<file path="src/source/pkg_mult.sv">
// shared types: controller state enum, controller register struct, seven-segment pattern struct

package pkg_mult;

	// ========================================
	// controller types
	// ========================================

	// states of the multiplier sequencer
	// IDLE waits for the start button, INIT loads the operands,
	// ADD_SHIFT steps the datapath until the product is ready
	typedef enum logic [1:0] {
		IDLE      = 2'd0,
		INIT      = 2'd1,
		ADD_SHIFT = 2'd2
	} state_e;

	// registered outputs of the controller travel with its state
	// load and clean are both one-cycle pulses in the first ADD_SHIFT cycle
	typedef struct packed {
		state_e state;
		logic   load;
		logic   clean;
	} control_t;

	// ========================================
	// display types
	// ========================================

	// one seven-segment digit, active high
	// segment a is the top bar and the order runs clockwise to f,
	// g is the middle bar
	typedef struct packed {
		logic a;
		logic b;
		logic c;
		logic d;
		logic e;
		logic f;
		logic g;
	} seg7_t;

endpackage

</file>
<file path="src/source/control.sv">
// control module: IDLE/INIT/ADD_SHIFT sequencer issuing load and clean and bounding the run

`timescale 1ns/1ps

module control #(
	parameter int MAX_CNTR = 9
) (
	input  logic i_clk,
	input  logic i_rst,
	// start button level, active low
	input  logic i_start,
	input  logic i_mltr_done,
	output logic o_load,
	output logic o_clean
);

	// counter wide enough to hold MAX_CNTR itself
	localparam int CNT_W = $clog2(MAX_CNTR + 1);

	pkg_mult::control_t r_control;
	pkg_mult::state_e   s_state_nxt;
	logic [CNT_W-1:0]   r_count;
	logic               s_run_end;

	// ========================================
	// end of run
	// ========================================

	// the run ends on the iteration limit or on early done from the datapath
	// count must be above zero so the done flag left over from the
	// previous product cannot end a run before load has cleared it
	assign s_run_end = (r_count != '0) &&
		((r_count >= CNT_W'(MAX_CNTR)) || i_mltr_done);

	// ========================================
	// next state
	// ========================================

	always_comb begin
		case (r_control.state)
			// a held button simply starts another run
			pkg_mult::IDLE: begin
				if (!i_start)
					s_state_nxt = pkg_mult::INIT;
				else
					s_state_nxt = pkg_mult::IDLE;
			end
			// one cycle to issue the load
			pkg_mult::INIT: begin
				s_state_nxt = pkg_mult::ADD_SHIFT;
			end
			pkg_mult::ADD_SHIFT: begin
				if (s_run_end)
					s_state_nxt = pkg_mult::IDLE;
				else
					s_state_nxt = pkg_mult::ADD_SHIFT;
			end
			default: begin
				s_state_nxt = pkg_mult::IDLE;
			end
		endcase
	end

	// ========================================
	// state and registered pulses
	// ========================================

	// load and clean are decoded from the current state and registered,
	// which places both in the first ADD_SHIFT cycle
	// clean sits high through reset so the product register is cleared
	always_ff @(posedge i_clk or negedge i_rst) begin
		if (!i_rst) begin
			r_control.state <= pkg_mult::IDLE;
			r_control.load  <= 1'b0;
			r_control.clean <= 1'b1;
			r_count         <= '0;
		end else begin
			r_control.state <= s_state_nxt;
			r_control.load  <= (r_control.state == pkg_mult::INIT);
			r_control.clean <= (r_control.state == pkg_mult::INIT);
			// counts only while stepping, restarts from zero on every new run
			if (r_control.state == pkg_mult::ADD_SHIFT)
				r_count <= r_count + 1'b1;
			else
				r_count <= '0;
		end
	end

	assign o_load  = r_control.load;
	assign o_clean = r_control.clean;

endmodule

</file>
<file path="src/source/input_sync.sv">
// input_sync module: two-flop synchronizers for the start button and both operand buses

`timescale 1ns/1ps

module input_sync #(
	parameter int DATA_W = 8
) (
	input  logic              i_clk,
	input  logic              i_rst,
	input  logic              i_start_n,
	input  logic [DATA_W-1:0] i_mcand,
	input  logic [DATA_W-1:0] i_mplier,
	output logic              o_start_n,
	output logic [DATA_W-1:0] o_mcand,
	output logic [DATA_W-1:0] o_mplier
);

	// first and second stage of each chain
	logic [1:0]        r_start_n;
	logic [DATA_W-1:0] r_mcand_meta;
	logic [DATA_W-1:0] r_mplier_meta;
	logic [DATA_W-1:0] r_mcand;
	logic [DATA_W-1:0] r_mplier;

	// the button chain comes out of reset as released,
	// so the controller cannot see a press that never happened
	always_ff @(posedge i_clk or negedge i_rst) begin
		if (!i_rst) begin
			r_start_n <= 2'b11;
		end else begin
			r_start_n <= {r_start_n[0], i_start_n};
		end
	end

	// operand switches only need to settle before the load pulse
	always_ff @(posedge i_clk) begin
		r_mcand_meta  <= i_mcand;
		r_mplier_meta <= i_mplier;
		r_mcand       <= r_mcand_meta;
		r_mplier      <= r_mplier_meta;
	end

	assign o_start_n = r_start_n[1];
	assign o_mcand   = r_mcand;
	assign o_mplier  = r_mplier;

endmodule

</file>
<file path="src/source/mult_top.sv">
// mult_top module: input synchronizers, controller, shift-add datapath and decimal display

`timescale 1ns/1ps

module mult_top #(
	parameter int DATA_W   = 8,
	parameter int MAX_CNTR = DATA_W + 1,
	parameter int DIGITS   = 5
) (
	input  logic                         i_clk,
	input  logic                         i_rst,
	input  logic                         i_start_n,
	input  logic [DATA_W-1:0]            i_multiplicand,
	input  logic [DATA_W-1:0]            i_multiplier,
	output pkg_mult::seg7_t [DIGITS-1:0] o_digits,
	output logic [2*DATA_W-1:0]          o_product,
	output logic                         o_valid
);

	// synchronized board inputs
	logic                s_start_n;
	logic [DATA_W-1:0]   s_mcand;
	logic [DATA_W-1:0]   s_mplier;

	// load and clean come from the control_t register inside the controller
	logic                s_load;
	logic                s_clean;

	logic [2*DATA_W-1:0] s_product;
	logic                s_mltr_done;

	// ========================================
	// input side
	// ========================================

	input_sync #(.DATA_W(DATA_W)) u_input_sync (
		.i_clk     (i_clk),
		.i_rst     (i_rst),
		.i_start_n (i_start_n),
		.i_mcand   (i_multiplicand),
		.i_mplier  (i_multiplier),
		.o_start_n (s_start_n),
		.o_mcand   (s_mcand),
		.o_mplier  (s_mplier)
	);

	// ========================================
	// processing
	// ========================================

	control #(.MAX_CNTR(MAX_CNTR)) u_control (
		.i_clk       (i_clk),
		.i_rst       (i_rst),
		.i_start     (s_start_n),
		.i_mltr_done (s_mltr_done),
		.o_load      (s_load),
		.o_clean     (s_clean)
	);

	// early done feeds back so short multipliers end the run sooner
	shift_add_datapath #(.DATA_W(DATA_W)) u_datapath (
		.i_clk       (i_clk),
		.i_rst       (i_rst),
		.i_load      (s_load),
		.i_clean     (s_clean),
		.i_mcand     (s_mcand),
		.i_mplier    (s_mplier),
		.o_product   (s_product),
		.o_mltr_done (s_mltr_done)
	);

	// ========================================
	// output side
	// ========================================

	result_display #(.DATA_W(DATA_W), .DIGITS(DIGITS)) u_display (
		.i_clk     (i_clk),
		.i_rst     (i_rst),
		.i_clean   (s_clean),
		.i_done    (s_mltr_done),
		.i_product (s_product),
		.o_product (o_product),
		.o_digits  (o_digits),
		.o_valid   (o_valid)
	);

endmodule

</file>
<file path="src/source/result_display.sv">
// result_display module: binary to BCD by shift-and-add-3, seven-segment decode, valid level

`timescale 1ns/1ps

module result_display #(
	parameter int DATA_W = 8,
	parameter int DIGITS = 5
) (
	input  logic                             i_clk,
	input  logic                             i_rst,
	input  logic                             i_clean,
	input  logic                             i_done,
	input  logic [2*DATA_W-1:0]              i_product,
	output logic [2*DATA_W-1:0]              o_product,
	output pkg_mult::seg7_t [DIGITS-1:0]     o_digits,
	output logic                             o_valid
);

	logic [4*DIGITS-1:0]           s_bcd;
	pkg_mult::seg7_t [DIGITS-1:0]  s_segs;
	logic [2*DATA_W-1:0]           r_product;
	pkg_mult::seg7_t [DIGITS-1:0]  r_digits;
	logic                          r_valid;

	// segment pattern of one decimal digit, codes above 9 stay blank
	function automatic pkg_mult::seg7_t seg_decode(input logic [3:0] i_bcd);
		case (i_bcd)
			4'd0:    seg_decode = 7'b1111110;
			4'd1:    seg_decode = 7'b0110000;
			4'd2:    seg_decode = 7'b1101101;
			4'd3:    seg_decode = 7'b1111001;
			4'd4:    seg_decode = 7'b0110011;
			4'd5:    seg_decode = 7'b1011011;
			4'd6:    seg_decode = 7'b1011111;
			4'd7:    seg_decode = 7'b1110000;
			4'd8:    seg_decode = 7'b1111111;
			4'd9:    seg_decode = 7'b1111011;
			default: seg_decode = 7'b0000000;
		endcase
	endfunction

	// ========================================
	// binary to BCD
	// ========================================

	// product bits enter from the MSB, and before each shift any digit
	// above 4 gets 3 added so it carries correctly into the next decade
	always_comb begin : bin_to_bcd
		logic [4*DIGITS-1:0] v_bcd;
		v_bcd = '0;
		for (int i = 2*DATA_W-1; i >= 0; i--) begin
			for (int d = 0; d < DIGITS; d++) begin
				if (v_bcd[4*d +: 4] > 4'd4)
					v_bcd[4*d +: 4] = v_bcd[4*d +: 4] + 4'd3;
			end
			v_bcd = {v_bcd[4*DIGITS-2:0], i_product[i]};
		end
		s_bcd = v_bcd;
	end

	// element 0 is the units digit
	always_comb begin
		for (int d = 0; d < DIGITS; d++)
			s_segs[d] = seg_decode(s_bcd[4*d +: 4]);
	end

	// ========================================
	// output registers
	// ========================================

	// product and digits follow the datapath every cycle, which leaves
	// them settled on the final value by the time valid rises
	// valid trails done by one cycle and drops as soon as a new run cleans
	always_ff @(posedge i_clk or negedge i_rst) begin
		if (!i_rst) begin
			r_product <= '0;
			r_digits  <= '0;
			r_valid   <= 1'b0;
		end else begin
			r_product <= i_product;
			r_digits  <= s_segs;
			r_valid   <= i_done && !i_clean;
		end
	end

	assign o_product = r_product;
	assign o_digits  = r_digits;
	assign o_valid   = r_valid;

endmodule

</file>
<file path="src/source/shift_add_datapath.sv">
// shift_add_datapath module: operand, product and remaining-multiplier registers with early done

`timescale 1ns/1ps

module shift_add_datapath #(
	parameter int DATA_W = 8
) (
	input  logic                i_clk,
	input  logic                i_rst,
	input  logic                i_load,
	input  logic                i_clean,
	input  logic [DATA_W-1:0]   i_mcand,
	input  logic [DATA_W-1:0]   i_mplier,
	output logic [2*DATA_W-1:0] o_product,
	output logic                o_mltr_done
);

	// multiplicand is held at product width so it can shift left freely
	logic [2*DATA_W-1:0] r_mcand;
	logic [DATA_W-1:0]   r_mplier;
	logic [2*DATA_W-1:0] r_product;
	logic                r_busy;
	logic                r_done;
	logic                s_last_step;

	// the current step is the last one when no set bit remains above bit 0
	assign s_last_step = (r_mplier[DATA_W-1:1] == '0);

	// ========================================
	// run control
	// ========================================

	// busy gates the stepping, so nothing moves between runs or after reset
	// done rises with the final add and holds until the next load
	always_ff @(posedge i_clk or negedge i_rst) begin
		if (!i_rst) begin
			r_busy <= 1'b0;
			r_done <= 1'b0;
		end else if (i_load) begin
			r_busy <= 1'b1;
			r_done <= 1'b0;
		end else if (i_clean) begin
			r_busy <= 1'b0;
			r_done <= 1'b0;
		end else if (r_busy && s_last_step) begin
			r_busy <= 1'b0;
			r_done <= 1'b1;
		end
	end

	// ========================================
	// add and shift
	// ========================================

	// one conditional add per cycle, then the multiplier moves right
	// and the multiplicand moves left to the weight of the next bit
	// a zero multiplier takes a single step that adds nothing
	always_ff @(posedge i_clk) begin
		if (i_load) begin
			r_mcand   <= {{DATA_W{1'b0}}, i_mcand};
			r_mplier  <= i_mplier;
			r_product <= '0;
		end else if (i_clean) begin
			r_product <= '0;
		end else if (r_busy) begin
			if (r_mplier[0])
				r_product <= r_product + r_mcand;
			r_mcand  <= r_mcand << 1;
			r_mplier <= r_mplier >> 1;
		end
	end

	assign o_product   = r_product;
	assign o_mltr_done = r_done;

endmodule

</file>
<file path="config.mk">
export PLATFORM = sky130hd
export DESIGN_NAME = mult_top
export DESIGN_NICKNAME = d
export VERILOG_FILES = /design/src/source/pkg_mult.sv /design/src/source/control.sv /design/src/source/input_sync.sv /design/src/source/mult_top.sv /design/src/source/result_display.sv /design/src/source/shift_add_datapath.sv
export SDC_FILE = /design/constraint.sdc
export NUM_CORES = 1
export LEC_CHECK = 0
export BUFFER_PORTS_ARGS = -buffer_cell sky130_fd_sc_hd__buf_2
export CORE_MARGIN = 4
export CORE_UTILIZATION = 55
export CTS_BUF_LIST = sky130_fd_sc_hd__clkbuf_4 sky130_fd_sc_hd__clkbuf_8
export CTS_CLUSTER_DIAMETER = 30
export DETAILED_ROUTE_END_ITERATION = 10
export PLACE_DENSITY = 0.71
export SLEW_MARGIN = 40
export SYNTH_ARGS = -nofsm -noshare
export SYNTH_HDL_FRONTEND = slang
export SYNTH_SLANG_ARGS = --single-unit
export TNS_END_PERCENT = 30
</file>
<file path="constraint.sdc">
create_clock -name i_clk -period 20.8 [get_ports i_clk]
set_clock_uncertainty 0.15 [all_clocks]
set_input_delay 2.08 -clock i_clk [delete_from_list [all_inputs] [get_ports i_clk]]
set_output_delay 2.08 -clock i_clk [all_outputs]
set_load 0.02 [all_outputs]
</file>
==> results.toml <==
[sta]
maxSlewViolCount = 0
tns_ns = 0
worst_hold_slack_ns = 0.1830
finalHoldViolations = 0
finalCritPeriodShare = 0.5477
rsz0062_at_grt = "false"
setup_viol_count_final = 0
fmax_ghz = 0.08778
fin_crit_ns = 11.39
relSlewSlack = 0.4530
tightestPinTransition_ns = 0.8205

[drt]
drt_iter0_markers = 951
drtPass1Iterations = 9
wl_per_cell_um = 15.03
ant_nets = 0
drcViolationCount = 0
viasPerCell = 6.006
wl_um = 23660
via_count = 9454

[floorplanning]
die_h_um = 148.1
fp.coreArea_um2 = 19020
io_pins = 71
die_w_um = 148.1
die-area_um2 = 21930
start_util = 0.5676
num_rows = 50

[logic_synthesis]
ys_seq_elements = 136
yosys_warnings = 0
avgSynthCellArea_um2 = 8.540
yosysUniqueCellTypes = 112
synthCells = 1264
syn_area_um2 = 10790
synth.yosys.seq_area_share = 0.2971
synth-edff-count = 16
syn-num-nets = 1374
synth-async-reset-ratio = 0.4706
synth_ff_type = "dfrtp_1"

[global_routing]
grtUsageTotal = 0.2151
antenna_found_initial = 0
grt_start_max_net_pins = 65
grt_pass1_vias = 8662
grt_first_pass_wirelength_um = 40580
overflow = 0

[clocking]
cts_setup_buffers = 0
htreeDepth = 4
cts_buffers = 17
cts.sinks = 136
tritoncts = "done"
cts_hold_buf = 0
clockRootBuffer = "clkbuf_8"
clock_latency_ns = 0.45
clockBufferDepth = 2
ctsResizeCount = 0
clk_pin_slew_ns = 0.09

[min_path]
hold_depth = 0
hp-class = "reg -> reg"
min-delay-start = "u_input_sync.r_mplier_meta[3]"

[critical_path]
timing.rr.start = "u_datapath.o_product[13]"
cp_common_cell = "ha_1"
critPathBufInv = 6
cp.required_ns = 21.02
crit_fanout = 21
cp_top_family = "compound AO/OA/AOI/OAI gates"
cp_slowest_cell = "and2_1"
reg2regPathDepth = 43
startpoint = "u_datapath.o_product[13]"
start_kind = "flop"
arrival_ns = 11.61
critPathCaptureType = "flop"
critPathKind = "reg -> reg"
cp_num_cells = 43
critical-path-max-stage-delay_ns = 0.63

[flow_run]
maxCapViolCount = 0

[status]
status = "finished clean"

[cells_and_area]
n_fill_cell = 1684
syn2layout_area_growth_pct = 8.207
diodes = 0
drive_gt1_frac = 0.1629
fin_nets = 1411

[place]
gp_congestion = 0.8895
port_buffers = 70
dp_hpwl_um = 17110
-- worst paths after layout --
check                           slack, ns                       end
worst min register to register       0.18  u_input_sync.o_mplier[3]
worst max-delay path                 9.41    u_display.o_digits[17]
worst max register to register       9.41    u_display.o_digits[17]
min in group asynchronous            1.54    u_control.r_control[3]
worst min-delay path                 0.18  u_input_sync.o_mplier[3]
max in group asynchronous           18.53    u_display.o_digits[15]
-- per-stage QoR --
step	area (um^2)	cells	util	worst slack, ns
finish	11680	1574	0.6141	9.408
global route	11680	1574	0.6141	8.055
CTS	11660	1574	0.6134	9.407
detailed placement	11260	1542	0.5920	9.502
global placement	11260	1542	0.5918	9.859
floorplan	10790	1264	-	11.17
-- layer usage --
| layer | vias to the layer above | share of wire | GRT usage |
|---|---|---|---|
| met2 | 289 | 0.44 | 0.3309 |
| met3 | 42 | 0.059 | 0.04296 |
| li1 | 4716 | - | - |
| met4 | 0 | 0.013 | 0.04758 |
| met1 | 4407 | 0.48 | 0.3149 |
| met5 | - | 0 | 0 |
-- worst register-to-register path: cells and delay by family, from the launching register on --
kind / cells / cell delay, ns
AOI/OAI and AO/OA: 13 / 2.79
adders and majority gates: 10 / 2.63
xor gates and xnor gates: 6 / 2.03
and+or+nand+nor: 7 / 2.00
buffers and inverters: 6 / 0.59
muxes: 1 / 0.59
DFF: 1 / 0.55
-- layout by cell type (no fill, tap or decap), types with 12 or more instances in the layout --
cell type	netlist	routed
nor2_1	121	121
a21oi_1	111	111
nand2_1	109	108
ha_1	90	90
buf_2	12	70
dfrtp_1	61	60
inv_1	59	59
dfxtp_1	56	56
o21ai_0	54	54
nand3_1	39	39
nor3_1	33	33
xnor2_1	31	31
mux2_2	28	28
mux2i_1	27	27
a21o_1	20	20
o21ai_1	17	17
clkbuf_8	0	17
edfxtp_1	16	16
nand2b_1	16	15
a31oi_1	15	15
nor2b_1	13	13
nand4_1	13	13
a211oi_1	12	12
o21bai_1	12	12
-- final cells by class --
cell class              instances  area, um^2  area share
clock buffers                  17       234.0     0.02003
multi-input cells            1003        7083      0.6064
flip-flops and latches        136        3208      0.2747
well taps                     260       325.3     0.02785
inverters                      65       244.0     0.02089
repair buffers                 78       414.1     0.03546
clock inverters                15       171.4     0.01468
-- synthesized netlist by cell type (all sizes together) (13+ instances only) --
library cell  number  area (um^2)
a211oi            16        140.1
a21o              20        150.1
a21oi            115        590.6
a31oi             18        140.1
buf               21        135.1
clkbuf            39        146.4
dfrtp             61         1526
dfxtp             56         1121
edfxtp            16        480.5
ha                90         1126
inv               63        236.5
mux2              31        360.3
mux2i             32        356.6
nand2            111        421.7
nand2b            16        100.1
nand3             40        205.2
nand4             13        81.33
nor2             125        479.2
nor2b             13        81.33
nor3              35        185.2
o211ai            13        112.6
o21ai             72        364.1
o21bai            13        101.4
xnor2             35        336.6
-- state kept, by name, summed over array words and instances, names as in the netlist --
register                    count
u_input_sync.r_start_n          2
u_input_sync.r_mplier_meta      8
u_datapath.o_mltr_done          1
u_datapath.r_busy               1
u_control.r_control             2
u_input_sync.o_mcand            8
u_datapath.r_mcand             16
u_display.o_digits             35
u_input_sync.r_mcand_meta       8
u_datapath.r_mplier             8
u_control.o_load                1
u_control.r_count               4
u_display.o_product            16
u_datapath.o_product           16
u_display.o_valid               1
u_control.o_clean               1
u_input_sync.o_mplier           8
-- cell families after synthesis --
| logic type | share of synthesized area |
|---|---|
| flops | 0.2971 |
| mux | 0.06642 |
| xor+xnor | 0.04173 |
| buf+inv | 0.04868 |
| compound gates | 0.2624 |
| simple gates | 0.1765 |
| fa+ha+maj | 0.1071 |
Power is not shown: default switching activity piles up to over one toggle a cycle in this logic, so the estimate is an artifact.
